<file path="src/ps2_kbd_pkg.sv">
`default_nettype none

package ps2_kbd_pkg;

    // One byte as it comes off the keyboard.
    typedef logic [7:0] scan_t;

    // Active-low pattern of one seven-segment digit; a lit segment is 0.
    typedef logic [6:0] seg7_t;

    // Prefix sent before the code of a released key.
    localparam scan_t PS2_BREAK = 8'hF0;

    // Prefix of the extended keys (arrows, right Ctrl and so on).
    localparam scan_t PS2_EXT = 8'hE0;

    // Start bit, eight data bits LSB first, odd parity, stop bit.
    localparam int PS2_FRAME_BITS = 11;

endpackage

`default_nettype wire

</file>
<file path="src/ps2_rx.sv">
`timescale 1ns/100ps
`default_nettype none

module ps2_rx import ps2_kbd_pkg::*; #(
    parameter int SYNC_STAGES = 3
) (
    input  wire   clk,
    input  wire   rst,
    input  wire   ps2_clk,
    input  wire   ps2_data,
    output scan_t code,
    output logic  code_valid,
    output logic  frame_error
);

    localparam int CNT_W = $clog2(PS2_FRAME_BITS);
    localparam logic [CNT_W-1:0] LAST_BIT = CNT_W'(PS2_FRAME_BITS - 1);

    logic [SYNC_STAGES-1:0]    clk_sync;
    logic [SYNC_STAGES-1:0]    data_sync;
    logic                      clk_prev;
    logic                      fall;
    logic [PS2_FRAME_BITS-1:0] frame;
    logic [CNT_W-1:0]          bit_cnt;
    logic                      frame_done;
    logic                      frame_ok;

    // Both lines idle high, so the synchronizers start at one.
    always_ff @(posedge clk) begin
        if (rst) begin
            clk_sync  <= '1;
            data_sync <= '1;
            clk_prev  <= 1'b1;
        end else begin
            clk_sync  <= {clk_sync[SYNC_STAGES-2:0], ps2_clk};
            data_sync <= {data_sync[SYNC_STAGES-2:0], ps2_data};
            clk_prev  <= clk_sync[SYNC_STAGES-1];
        end
    end

    assign fall = clk_prev & ~clk_sync[SYNC_STAGES-1];

    // Bits arrive LSB first, so they enter at the top and move down.
    always_ff @(posedge clk) begin
        if (fall) begin
            frame <= {data_sync[SYNC_STAGES-1], frame[PS2_FRAME_BITS-1:1]};
        end
    end

    always_ff @(posedge clk) begin
        if (rst) begin
            bit_cnt    <= '0;
            frame_done <= 1'b0;
        end else begin
            frame_done <= 1'b0;
            if (fall) begin
                if (bit_cnt == LAST_BIT) begin
                    bit_cnt    <= '0;
                    frame_done <= 1'b1; // Frame register is complete next cycle.
                end else begin
                    bit_cnt <= bit_cnt + 1'b1;
                end
            end
        end
    end

    // Start low, odd parity over data and parity bit, stop high.
    assign frame_ok = ~frame[0]
                    & (^frame[PS2_FRAME_BITS-2:1])
                    & frame[PS2_FRAME_BITS-1];

    always_ff @(posedge clk) begin
        if (rst) begin
            code_valid  <= 1'b0;
            frame_error <= 1'b0;
        end else begin
            code_valid  <= frame_done & frame_ok;
            frame_error <= frame_done & ~frame_ok;
        end
    end

    always_ff @(posedge clk) begin
        if (frame_done) begin
            code <= frame[8:1];
        end
    end

endmodule

`default_nettype wire

</file>
<file path="src/key_filter.sv">
`timescale 1ns/100ps
`default_nettype none

module key_filter import ps2_kbd_pkg::*; (
    input  wire        clk,
    input  wire        rst,
    input  wire scan_t code,
    input  wire        code_valid,
    output logic       push,
    output scan_t      push_code,
    output logic [7:0] press_count
);

    logic  release_armed; // An F0 was seen, the next byte names the released key.
    logic  last_released;

    always_ff @(posedge clk) begin
        if (rst) begin
            push          <= 1'b0;
            press_count   <= 8'd0;
            release_armed <= 1'b0;
            last_released <= 1'b1; // So the first key after reset counts.
        end else begin
            push <= 1'b0;
            if (code_valid) begin
                if (code == PS2_EXT) begin
                    // Extended keys then arrive as their base code.
                end else if (code == PS2_BREAK) begin
                    release_armed <= 1'b1;
                end else if (release_armed) begin
                    release_armed <= 1'b0;
                    if (code == push_code) begin
                        last_released <= 1'b1;
                    end
                end else begin
                    push          <= 1'b1;
                    last_released <= 1'b0;
                    // Typematic repeats carry the same code without a release.
                    if (code != push_code || last_released) begin
                        press_count <= press_count + 8'd1;
                    end
                end
            end
        end
    end

    // Payload follows the make code that is pushed.
    always_ff @(posedge clk) begin
        if (code_valid && code != PS2_EXT && code != PS2_BREAK && !release_armed) begin
            push_code <= code;
        end
    end

endmodule

`default_nettype wire

</file>
<file path="src/key_fifo.sv">
`timescale 1ns/100ps
`default_nettype none

module key_fifo import ps2_kbd_pkg::*; #(
    parameter int FIFO_DEPTH = 8
) (
    input  wire        clk,
    input  wire        rst,
    input  wire        push,
    input  wire scan_t push_code,
    input  wire        next,
    output scan_t      head,
    output logic       ready,
    output logic       overflow
);

    localparam int ADDR_W = $clog2(FIFO_DEPTH);

    scan_t           mem [FIFO_DEPTH];
    logic [ADDR_W:0] wr_ptr;
    logic [ADDR_W:0] rd_ptr;
    logic            empty;
    logic            full;
    logic            do_push;
    logic            do_pop;

    // The extra pointer bit tells a full queue from an empty one.
    assign empty = (wr_ptr == rd_ptr);
    assign full  = (wr_ptr[ADDR_W] != rd_ptr[ADDR_W])
                && (wr_ptr[ADDR_W-1:0] == rd_ptr[ADDR_W-1:0]);

    assign do_push = push & ~full;
    assign do_pop  = next & ~empty; // A pop on an empty queue is ignored.

    always_ff @(posedge clk) begin
        if (do_push) begin
            mem[wr_ptr[ADDR_W-1:0]] <= push_code;
        end
    end

    always_ff @(posedge clk) begin
        if (rst) begin
            wr_ptr   <= '0;
            rd_ptr   <= '0;
            overflow <= 1'b0;
        end else begin
            if (do_push) begin
                wr_ptr <= wr_ptr + 1'b1;
            end
            if (do_pop) begin
                rd_ptr <= rd_ptr + 1'b1;
            end
            if (push && full) begin
                overflow <= 1'b1; // Held until reset.
            end
        end
    end

    assign head  = mem[rd_ptr[ADDR_W-1:0]];
    assign ready = ~empty;

endmodule

`default_nettype wire

</file>
<file path="src/scan_ascii.sv">
`timescale 1ns/100ps
`default_nettype none

module scan_ascii import ps2_kbd_pkg::*; (
    input  wire scan_t code,
    output logic [7:0] ascii
);

    // Set-2 make codes; letters come out in upper case.
    always_comb begin
        case (code)
            8'h1C: ascii = 8'h41; // A
            8'h32: ascii = 8'h42;
            8'h21: ascii = 8'h43;
            8'h23: ascii = 8'h44;
            8'h24: ascii = 8'h45;
            8'h2B: ascii = 8'h46;
            8'h34: ascii = 8'h47;
            8'h33: ascii = 8'h48;
            8'h43: ascii = 8'h49;
            8'h3B: ascii = 8'h4A;
            8'h42: ascii = 8'h4B;
            8'h4B: ascii = 8'h4C;
            8'h3A: ascii = 8'h4D;
            8'h31: ascii = 8'h4E;
            8'h44: ascii = 8'h4F;
            8'h4D: ascii = 8'h50;
            8'h15: ascii = 8'h51;
            8'h2D: ascii = 8'h52;
            8'h1B: ascii = 8'h53;
            8'h2C: ascii = 8'h54;
            8'h3C: ascii = 8'h55;
            8'h2A: ascii = 8'h56;
            8'h1D: ascii = 8'h57;
            8'h22: ascii = 8'h58;
            8'h35: ascii = 8'h59;
            8'h1A: ascii = 8'h5A; // Z
            8'h45: ascii = 8'h30; // Digit row, 0 first.
            8'h16: ascii = 8'h31;
            8'h1E: ascii = 8'h32;
            8'h26: ascii = 8'h33;
            8'h25: ascii = 8'h34;
            8'h2E: ascii = 8'h35;
            8'h36: ascii = 8'h36;
            8'h3D: ascii = 8'h37;
            8'h3E: ascii = 8'h38;
            8'h46: ascii = 8'h39;
            8'h29: ascii = 8'h20; // Space.
            8'h5A: ascii = 8'h0D; // Enter.
            8'h66: ascii = 8'h08; // Backspace.
            default: ascii = 8'h00;
        endcase
    end

endmodule

`default_nettype wire

</file>
<file path="src/seg7_display.sv">
`timescale 1ns/100ps
`default_nettype none

module seg7_display import ps2_kbd_pkg::*; (
    input  wire scan_t head,
    input  wire [7:0]  ascii,
    input  wire        ready,
    input  wire [7:0]  press_count,
    output seg7_t      seg0,
    output seg7_t      seg1,
    output seg7_t      seg2,
    output seg7_t      seg3,
    output seg7_t      seg4,
    output seg7_t      seg5
);

    localparam seg7_t BLANK = 7'b1111111;

    logic [7:0] count_mod;
    logic [3:0] tens;
    logic [3:0] units;

    // One table serves the hex and the decimal digits.
    function automatic seg7_t digit_seg(input logic [3:0] value);
        seg7_t seg;
        case (value)
            4'h0: seg = 7'b0000001;
            4'h1: seg = 7'b1001111;
            4'h2: seg = 7'b0010010;
            4'h3: seg = 7'b0000110;
            4'h4: seg = 7'b1001100;
            4'h5: seg = 7'b0100100;
            4'h6: seg = 7'b0100000;
            4'h7: seg = 7'b0001111;
            4'h8: seg = 7'b0000000;
            4'h9: seg = 7'b0000100;
            4'hA: seg = 7'b0001000;
            4'hB: seg = 7'b1100000; // Lower case b, so it differs from 8.
            4'hC: seg = 7'b0110001;
            4'hD: seg = 7'b1000010; // Lower case d.
            4'hE: seg = 7'b0110000;
            default: seg = 7'b0111000;
        endcase
        return seg;
    endfunction

    // Only the last two decimal digits of the count fit on the display.
    assign count_mod = press_count % 8'd100;
    assign tens      = 4'(count_mod / 8'd10);
    assign units     = 4'(count_mod % 8'd10);

    // Code and ASCII digits are dark while the queue is empty.
    assign seg0 = ready ? digit_seg(head[3:0])  : BLANK;
    assign seg1 = ready ? digit_seg(head[7:4])  : BLANK;
    assign seg2 = ready ? digit_seg(ascii[3:0]) : BLANK;
    assign seg3 = ready ? digit_seg(ascii[7:4]) : BLANK;

    assign seg4 = digit_seg(units);
    assign seg5 = digit_seg(tens);

endmodule

`default_nettype wire

</file>
<file path="src/ps2_kbd_display.sv">
`timescale 1ns/100ps
`default_nettype none

module ps2_kbd_display import ps2_kbd_pkg::*; #(
    parameter int FIFO_DEPTH  = 8,
    parameter int SYNC_STAGES = 3
) (
    input  wire        clk,
    input  wire        rst,
    input  wire        ps2_clk,
    input  wire        ps2_data,
    input  wire        next,
    output scan_t      data,
    output logic [7:0] ascii,
    output logic       ready,
    output logic       overflow,
    output logic       frame_error,
    output seg7_t      seg0,
    output seg7_t      seg1,
    output seg7_t      seg2,
    output seg7_t      seg3,
    output seg7_t      seg4,
    output seg7_t      seg5
);

    scan_t      code;
    logic       code_valid;
    logic       push;
    scan_t      push_code;
    logic [7:0] press_count;

    ps2_rx #(
        .SYNC_STAGES (SYNC_STAGES)
    ) rx_i (
        .clk         (clk),
        .rst         (rst),
        .ps2_clk     (ps2_clk),
        .ps2_data    (ps2_data),
        .code        (code),
        .code_valid  (code_valid),
        .frame_error (frame_error)
    );

    key_filter filter_i (
        .clk         (clk),
        .rst         (rst),
        .code        (code),
        .code_valid  (code_valid),
        .push        (push),
        .push_code   (push_code),
        .press_count (press_count)
    );

    // The queue head is both the data output and the display source.
    key_fifo #(
        .FIFO_DEPTH (FIFO_DEPTH)
    ) fifo_i (
        .clk       (clk),
        .rst       (rst),
        .push      (push),
        .push_code (push_code),
        .next      (next),
        .head      (data),
        .ready     (ready),
        .overflow  (overflow)
    );

    scan_ascii ascii_i (
        .code  (data),
        .ascii (ascii)
    );

    seg7_display display_i (
        .head        (data),
        .ascii       (ascii),
        .ready       (ready),
        .press_count (press_count),
        .seg0        (seg0),
        .seg1        (seg1),
        .seg2        (seg2),
        .seg3        (seg3),
        .seg4        (seg4),
        .seg5        (seg5)
    );

endmodule

`default_nettype wire

</file>
<file path="config.mk">
export PLATFORM = sky130hd
export DESIGN_NAME = ps2_kbd_display
export DESIGN_NICKNAME = d
export VERILOG_FILES = /design/src/ps2_kbd_pkg.sv /design/src/ps2_rx.sv /design/src/key_filter.sv /design/src/key_fifo.sv /design/src/scan_ascii.sv /design/src/seg7_display.sv /design/src/ps2_kbd_display.sv
export SDC_FILE = /design/constraint.sdc
export NUM_CORES = 1
export LEC_CHECK = 0
export BUFFER_PORTS_ARGS = -buffer_cell sky130_fd_sc_hd__buf_4
export CAP_MARGIN = 5
export CORE_MARGIN = 2
export CORE_UTILIZATION = 30
export CTS_BUF_LIST = sky130_fd_sc_hd__clkbuf_16
export DETAILED_ROUTE_END_ITERATION = 12
export SLEW_MARGIN = 20
export SYNTH_ARGS = -nofsm -noshare
export SYNTH_HDL_FRONTEND = slang
export SYNTH_SLANG_ARGS = --single-unit
</file>
<file path="constraint.sdc">
create_clock -name clk -period 6.4 [get_ports clk]
set_input_delay 0.32 -clock clk [delete_from_list [all_inputs] [get_ports clk]]
set_output_delay 0.32 -clock clk [all_outputs]
set_load 0.02 [all_outputs]
</file>
==> impl_metrics.tcl, run 1 <==
set metrics [dict create \
    slowest_delay_ns 0.71 \
    clkPwrFrac 0.510 \
    intPower_w 0.00147 \
    finalHoldViolations 0 \
    final_cell_mix "91 x edfxtp_1, 80 x nand2_1, 75 x buf_4" \
    insertion_delay_ns 0.41 \
    totalNegativeSetupSlack_ns 0 \
    path_cells "inv_1, ha_1, nand3b_1, nor3_1, o21ai_0, o221a_1, a211oi_1, or4_4, and3_4, a21oi_1, xnor2_1, ha_1, mux2_4, a221o_1, buf_4" \
    r2r_cells 9 \
    grt_util_all_layers 0.127 \
    cts_resized 0 \
    clk_pin_slew_ns 0.06 \
    maxCapViolCount 0 \
    place_ws_ns 1.16 \
    place_congestion 0.842 \
    die_area_sq_um 27700 \
    synth_nets 806 \
    cts_tree "done" \
    cts.sinks 128 \
    hpwlAfterDp_um 12400 \
    fin_nets 852 \
    yosys_register_bits 128 \
    crit_type "reg -> out" \
    wl_per_cell_um 15.2 \
    synth-edff-count 91 \
    hold_end "rx_i.data_sync[0]" \
    hp-class "in -> reg" \
    cts_setup_buffers 0 \
    wl_um 17600 \
    reg2reg_to "filter_i.press_count[7]" \
    grt_max_degree 35 \
    area_growth_syn_to_layout_pct 17.3 \
    rr_startpoint "rx_i.code[7]" \
    p_switching_w 0.000351 \
    syn_area_per_cell_sq_um 10.4 \
    top_usage_layer "met2" \
    grt_pass1_vias 5638 \
    coreArea_sq_um 26000 \
    pin_count 66 \
    p_sw_frac 0.192 \
    start_util 0.305 \
    worstMarginPinSlew_ns 0.999 \
    grt_pass1_wl_um 29100 \
    synthFlopType "edfxtp_1" \
    cp_data_arrival_time_ns 5.36 \
    skew_ns 0.00935 \
    drtIter0Drc 584 \
    cp_common_cell "ha_1" \
    drv_slew 0 \
    met2_usage 0.205 \
    finalSetupViolations 0 \
    cts_hold_buf 0 \
    die_h_um 166 \
    setup_ws_ns 0.720 \
    async_reset_ff_frac 0 \
    max_freq_mhz 176 \
    ant_nets 0 \
    drive_above_1_share 0.222 \
    regToRegSetupSlack_ns 3.66 \
    mostFrequentLayoutCell "edfxtp_1" \
    cp-end-kind "output pin" \
    holdPathStages 2 \
    critical_path_buf_inv_count 2 \
    numCtsBuffers 17 \
    fp-row-count 59 \
    met1_usage 0.174 \
    power_frac_comb 0.006 \
    slowest_stage "dfxtp_1" \
    syn-cell-area_sq_um 7920 \
    yosysWarnings 0 \
    met3_usage 0.0269 \
    ys_seq_area_frac 0.438 \
    seq_power_share 0.484 \
    viasPerCell 5.18 \
    syn-instance-count 761 \
    leakage_nw 3.34 \
    rsz0062_at_grt "no" \
    cts_max_level 4 \
    worstSetupStartpointType "flop" \
    crit_family "compound AO/OA/AOI/OAI gates" \
    min_period_ns 5.68 \
    io_buffers 64 \
    ys_types 88 \
    diodes 0 \
    route.vias.total 5985 \
    cellPowerDensity_nw_per_um2 196 \
    critPathRequiredTime_ns 6.08 \
    hold_ws_ns 0.0938 \
    die_w_um 166 \
    outcome "finished, final reports clean" \
    min-delay-start "ps2_data" \
    relSlewSlack 0.333 \
    grt.overflow.total 0 \
    dr.pass1.iters 5 \
    cts-root-buf "clkbuf_16" \
    clk_path_buf_depth 2 \
    post-route-period-util 0.888 \
    antenna_found_initial 0 \
    crit_fanout 15 \
    drcViolationCount 0 \
    ir_drop_v 0.000186 \
]
worst max-delay path by stage:
stage,startpoint,to,slack [ns],cells after the start
after global routing,filter_i.press_count[1],seg4[3],0.31,16
after global placement,filter_i.press_count[1],seg4[3],1.22,15
after floorplan,flop,seg2[6],1.70,18
final,filter_i.press_count[1],seg4[3],0.72,15
after CTS,filter_i.press_count[1],seg4[3],0.70,15
after detailed placement,filter_i.press_count[1],seg4[3],1.16,15
power groups by stage:
stage | Clock [W] | Sequential [W] | Combinational, W
after detailed placement | 0 | 0.000899 | 0.0000119
after global routing | 0.000988 | 0.000881 | 0.0000128
after CTS | 0.000949 | 0.000882 | 0.0000120
after floorplan | 0 | 0.000898 | 0.00000854
after global placement | 0 | 0.000899 | 0.0000118
final | 0.000929 | 0.000882 | 0.0000117
logic make-up after synthesis:
family,Yosys count,share of synthesized area
adders and majority gates,41,0.0644
muxes,45,0.0897
and+or+nand+nor,255,0.158
DFF,128,0.438
AOI/OAI and AO/OA,181,0.166
buffers and inverters,75,0.0441
other,1,0.000473
xor gates and xnor gates,35,0.0387
registers in the layout (all words and copies together) (netlist names), named ones only:
register / flops
rx_i.frame_error: 1
fifo_i.wr_ptr: 4
rx_i.clk_prev: 1
filter_i.release_armed: 1
rx_i.frame: 11
filter_i.push: 1
rx_i.bit_cnt: 4
filter_i.press_count: 8
rx_i.code: 8
fifo_i.mem: 64
rx_i.clk_sync: 3
filter_i.push_code: 8
fifo_i.overflow: 1
fifo_i.rd_ptr: 4
rx_i.data_sync: 3
filter_i.last_released: 1
rx_i.code_valid: 1
rx_i.frame_done: 1
worst reg2reg max path, delay by kind of cell, from the launching register on:
family             cells  cell delay, ns
AOI/OAI and AO/OA      3            0.60
DFF                    1            0.43
and+or+nand+nor        6            1.64
cell usage after synthesis, types with 8 or more instances:
cell type	n	area share
edfxtp_1	91	0.34
nand2_1	80	0.038
nor2_1	70	0.033
ha_1	40	0.063
a21oi_1	37	0.023
dfxtp_1	37	0.094
o21ai_0	37	0.023
inv_1	25	0.012
nand3_1	23	0.015
clkbuf_1	21	0.010
xor2_1	18	0.020
xnor2_1	17	0.019
mux4_2	16	0.045
nor3_1	16	0.010
mux2i_1	15	0.019
buf_2	14	0.0088
a31oi_1	12	0.0095
o211ai_1	12	0.011
or2_2	10	0.0079
mux2_2	8	0.011
nand2b_1	8	0.0063
metal layers:
metal  share of wire  vias up
li1                -     2926
met1            0.47     2861
met2            0.47      178
met3           0.051       20
met4           0.010        0
met5               0        -
through the flow:
step                      instance area (sq um)  std cells   util  total power [W]
final                                      9290       1155  0.358          0.00182
after global routing                       9290       1155  0.358          0.00188
after CTS                                  9290       1155  0.357          0.00184
after detailed placement                   8690       1123  0.334         0.000911
after global placement                     8690       1123  0.334         0.000911
after floorplan                            7920        761      -         0.000907
layout make-up:
cell class | count | area (sq um)
fillers | 2565 | 16700
clock inverters | 11 | 71.3
well taps | 335 | 419
repair buffers | 75 | 563
inverters | 27 | 101
clock buffers | 21 | 526
flip-flops and latches | 128 | 3470
multi-input cells | 558 | 4140
Note: power is estimated with default switching activity, not from simulation.
==> run 2: changes to the inputs <==
--- a/config.mk
+++ b/config.mk
@@ -7,10 +7,13 @@
 export LEC_CHECK = 0
 export BUFFER_PORTS_ARGS = -buffer_cell sky130_fd_sc_hd__buf_4
 export CAP_MARGIN = 5
+export CELL_PAD_IN_SITES_DETAIL_PLACEMENT = 1
+export CELL_PAD_IN_SITES_GLOBAL_PLACEMENT = 2
 export CORE_MARGIN = 2
 export CORE_UTILIZATION = 30
 export CTS_BUF_LIST = sky130_fd_sc_hd__clkbuf_16
 export DETAILED_ROUTE_END_ITERATION = 12
+export PLACE_DENSITY_LB_ADDON = 0.1
 export SLEW_MARGIN = 20
 export SYNTH_ARGS = -nofsm -noshare
 export SYNTH_HDL_FRONTEND = slang
==> run 2 against run 1 <==
Design area increased by 0.31%. Clock power is 3.2% higher. Core utilization rose by 0.11 points. Critical endpoint unchanged. Largest power group unchanged. Highest routed layer is now met5.
==> impl_metrics.tcl, run 2 (synthesis results as in run 1) <==
set metrics [dict create \
    skew_ns 0.0136 \
    maxCapViolCount 0 \
    p_sw_frac 0.236 \
    p_switching_w 0.000438 \
    grt_pass1_vias 6307 \
    stdcell_count 1157 \
    slowest_stage "dfxtp_1" \
    drtIter0Drc 276 \
    cts.sinks 128 \
    finish.utilization 0.359 \
    totalNegativeSetupSlack_ns 0 \
    leakage_nw 3.36 \
    clk_path_buf_depth 2 \
    diodes 0 \
    grt_util_all_layers 0.155 \
    cts_hold_buf 0 \
    finalHoldViolations 0 \
    power_frac_comb 0.006 \
    cts_tree "done" \
    drv_slew 0 \
    cts_setup_buffers 0 \
    critPathRequiredTime_ns 6.08 \
    insertion_delay_ns 0.43 \
    crit_family "compound AO/OA/AOI/OAI gates" \
    io_buffers 64 \
    dr.pass1.iters 4 \
    ant_nets 0 \
    cts-root-buf "clkbuf_16" \
    min_period_ns 5.96 \
    place_ws_ns 0.901 \
    die_area_sq_um 27700 \
    pin_count 66 \
    post-route-period-util 0.932 \
    hpwlAfterDp_um 15400 \
    wl_um 21500 \
    grt_max_degree 35 \
    worstSetupStartpointType "flop" \
    clkPwrFrac 0.518 \
    drive_above_1_share 0.226 \
    viasPerCell 5.27 \
    grt.overflow.total 0 \
    relSlewSlack 0.375 \
    setup_ws_ns 0.436 \
    crit_fanout 15 \
    cp_data_arrival_time_ns 5.64 \
    cts_resized 0 \
    antenna_found_initial 1 \
    route.vias.total 6092 \
    grt_pass1_wl_um 34800 \
    cp-end-kind "output pin" \
    dpl.cell_count 1125 \
    wl_per_cell_um 18.6 \
    critical_path_buf_inv_count 2 \
    rsz0062_at_grt "no" \
    hp-class "in -> reg" \
    slowest_delay_ns 0.75 \
    place_congestion 0.852 \
    drcViolationCount 0 \
    largest_register_ff_count 64 \
    seq_power_share 0.476 \
    numCtsBuffers 17 \
    cellPowerDensity_nw_per_um2 199 \
    final_cell_mix "91 x edfxtp_1, 80 x nand2_1, 77 x buf_4" \
    fp-row-count 59 \
    start_util 0.305 \
    clk_pin_slew_ns 0.06 \
    mostFrequentLayoutCell "edfxtp_1" \
    worstMarginPinSlew_ns 0.933 \
    cts_max_level 4 \
    area_growth_syn_to_layout_pct 17.6 \
    crit_type "reg -> out" \
    die_h_um 166 \
    die_w_um 166 \
    fin_nets 854 \
    coreArea_sq_um 26000 \
    path_cells "inv_1, ha_1, and3b_1, nor2_2, o21ai_0, mux2_2, xnor2_1, o21ai_0, nand2_1, nand2_1, a21oi_1, xnor2_1, ha_1, mux2_4, a221o_1, buf_4" \
    max_freq_mhz 168 \
    total_power_w 0.00185 \
    ir_drop_v 0.000191 \
    outcome "finished, final reports clean" \
    finalSetupViolations 0 \
    intPower_w 0.00141 \
]
[run 2: through the flow]
step	hold slack [ns]	instance area [sq um]
3_3_place_gp	0.387	8710
4_1_cts	0.0656	9320
2_1_floorplan	0.386	7920
3_5_place_dp	0.401	8710
6_report	0.0862	9320
5_1_grt	0.0710	9320
[run 2: per-layer routing]
layer | global-route usage | up-vias | routed length, um
met3 | 0.0299 | 24 | 592
met5 | 0 | - | 9
met1 | 0.200 | 3053 | 9900
li1 | - | 2930 | -
met4 | 0.0379 | 2 | 294
met2 | 0.270 | 83 | 10700
[run 2: final timing paths]
kind | to | slack [ns] | start | cells after the start
worst min register to register | rx_i.frame[10] | 0.41 | rx_i.data_sync[2] | 0
worst min-delay path | rx_i.data_sync[0] | 0.09 | ps2_data | 2
worst max register to register | filter_i.press_count[7] | 3.73 | rx_i.code[6] | 9
worst max-delay path | seg4[3] | 0.44 | filter_i.press_count[1] | 16
[run 2: area by class of cell]
cell class,instances,area [sq um]
Clock buffer,17,425
Timing Repair Buffer,77,578
Fill cell,2918,16700
Tap cell,335,419
Sequential cell,128,3470
Inverter,27,101
Clock inverter,15,181
Multi-Input combinational cell,558,4140
[run 2: power by group through the flow]
stage	Sequential (W)	Clock, W	Combinational, W
after global placement	0.000899	0	0.0000118
after global routing	0.000881	0.00102	0.0000134
final	0.000881	0.000959	0.0000119
after CTS	0.000881	0.000984	0.0000124
after detailed placement	0.000899	0	0.0000123
after floorplan	0.000898	0	0.00000854
==> run 3: changes to the inputs <==
--- a/config.mk
+++ b/config.mk
@@ -5,7 +5,7 @@
 export SDC_FILE = /design/constraint.sdc
 export NUM_CORES = 1
 export LEC_CHECK = 0
-export BUFFER_PORTS_ARGS = -buffer_cell sky130_fd_sc_hd__buf_4
+export BUFFER_PORTS_ARGS = -buffer_cell sky130_fd_sc_hd__buf_2
 export CAP_MARGIN = 5
 export CELL_PAD_IN_SITES_DETAIL_PLACEMENT = 1
 export CELL_PAD_IN_SITES_GLOBAL_PLACEMENT = 2
==> run 3 against run 2 <==
Clock skew is 0.0060 ns lower. Global-route usage about the same. Fmax grew 1.6%. Core utilization is 0.78 points lower. Critical path type unchanged. Critical endpoint is now seg2[6]. Largest power group unchanged. Highest routed layer is now met4.
==> impl_metrics.tcl, run 3 (synthesis results as in run 1) <==
set metrics [dict create \
    outcome "finished, final reports clean" \
    fp-row-count 59 \
    cp_data_arrival_time_ns 5.55 \
    insertion_delay_ns 0.41 \
    drcViolationCount 0 \
    worstMarginPinSlew_ns 1.05 \
    coreArea_sq_um 26000 \
    min-delay-start "ps2_clk" \
    fin_nets 852 \
    regToRegSetupSlack_ns 3.69 \
    drv_slew 0 \
    cts-root-buf "clkbuf_16" \
    max_freq_mhz 170 \
    routed-wl-met2_um 10600 \
    crit_type "reg -> out" \
    fill_cells 2921 \
    cts_tree "done" \
    die_h_um 166 \
    cts.sinks 128 \
    post-route-period-util 0.917 \
    place_congestion 0.791 \
    ant_nets 0 \
    finish.utilization 0.351 \
    cts_max_level 4 \
    mostFrequentLayoutCell "edfxtp_1" \
    path_cells "mux4_2, mux2i_4, inv_1, ha_1, a221o_1, a221oi_1, nor3_1, a21oi_1, nand2b_1, inv_1, ha_1, inv_1, nor2_1, mux2_2, or4_1, buf_2" \
    worstSetupStartpointType "flop" \
    clk_pin_slew_ns 0.06 \
    leakage_nw 3.27 \
    grt_pass1_vias 6329 \
    cp-end-kind "output pin" \
    largest_register_ff_count 64 \
    finalHoldViolations 0 \
    wl_um 21300 \
    hp-class "in -> reg" \
    ir_drop_v 0.000220 \
    start_util 0.305 \
    skew_ns 0.00760 \
    grt_pass1_wl_um 35000 \
    rr_startpoint "rx_i.code[7]" \
    min_period_ns 5.87 \
    dr_wl_met3_um 441 \
    io_buffers 64 \
    clk_path_buf_depth 2 \
    slowest_stage "dfxtp_1" \
    rsz0062_at_grt "no" \
    cts_hold_buf 0 \
    die_w_um 166 \
    cts_setup_buffers 0 \
    drive_above_1_share 0.222 \
    antenna_found_initial 0 \
    totalNegativeSetupSlack_ns 0 \
    viasPerCell 5.28 \
    final_cell_mix "91 x edfxtp_1, 80 x nand2_1, 70 x nor2_1" \
    cts_resized 0 \
    numCtsBuffers 17 \
    hpwlAfterDp_um 15000 \
    area_growth_syn_to_layout_pct 15.1 \
    diodes 0 \
    total_power_w 0.00185 \
    maxCapViolCount 0 \
    crit_fanout 14 \
    grt.overflow.total 0 \
    route.vias.total 6094 \
    finalSetupViolations 0 \
    die_area_sq_um 27700 \
    crit_family "multiplexers" \
    grt_util_all_layers 0.156 \
    relSlewSlack 0.302 \
    wl_met1_um 9990 \
    cp_common_cell "inv_1" \
    slowest_delay_ns 0.82 \
    pin_count 66 \
    wl_per_cell_um 18.5 \
    routed.top_layer "met4" \
    critPathRequiredTime_ns 6.08 \
    drtIter0Drc 306 \
    cellPowerDensity_nw_per_um2 203 \
    critical_path_buf_inv_count 4 \
    grt_max_degree 35 \
    dr.pass1.iters 4 \
    hold_ws_ns 0.0901 \
]
-- run 3: metrics by stage --
| stage | instances | setup WS [ns] | instance area, sq um |
|---|---|---|---|
| floorplan | 761 | 1.70 | 7920 |
| global placement | 1123 | 1.05 | 8530 |
| detailed placement | 1123 | 0.940 | 8530 |
| CTS | 1154 | 0.468 | 9110 |
| global route | 1154 | 0.135 | 9110 |
| finish | 1154 | 0.530 | 9110 |
-- run 3: layout make-up --
class | instances | area (sq um) | share of cell area
multi-input combinational | 558 | 4140 | 0.454
sequential | 128 | 3470 | 0.381
clock buffer | 17 | 425 | 0.0467
tap | 335 | 419 | 0.0460
timing repair buffer | 75 | 403 | 0.0442
clock inverter | 14 | 155 | 0.0170
inverter | 27 | 101 | 0.0111
-- run 3: final timing paths --
| kind | end | cells past startpoint |
|---|---|---|
| hold reg to reg | rx_i.frame[10] | 0 |
| hold / removal | rx_i.clk_sync[0] | 2 |
| setup reg to reg | filter_i.press_count[7] | 9 |
| setup / recovery | seg2[6] | 16 |
-- run 3: report_power, final --
group | total, W | switching (W) | internal [W]
Clock | 0.000953 | 0.000375 | 0.000578
Combinational | 0.0000113 | 0.00000679 | 0.00000446
Sequential | 0.000881 | 0.00000165 | 0.000880
Total | 0.00185 | 0.000384 | 0.00146
-- run 3: per-layer routing --
metal / vias up / track usage
met5: - / 0
met4: 0 / 0.0435
met3: 25 / 0.0238
met2: 80 / 0.271
met1: 3059 / 0.202
li1: 2930 / -
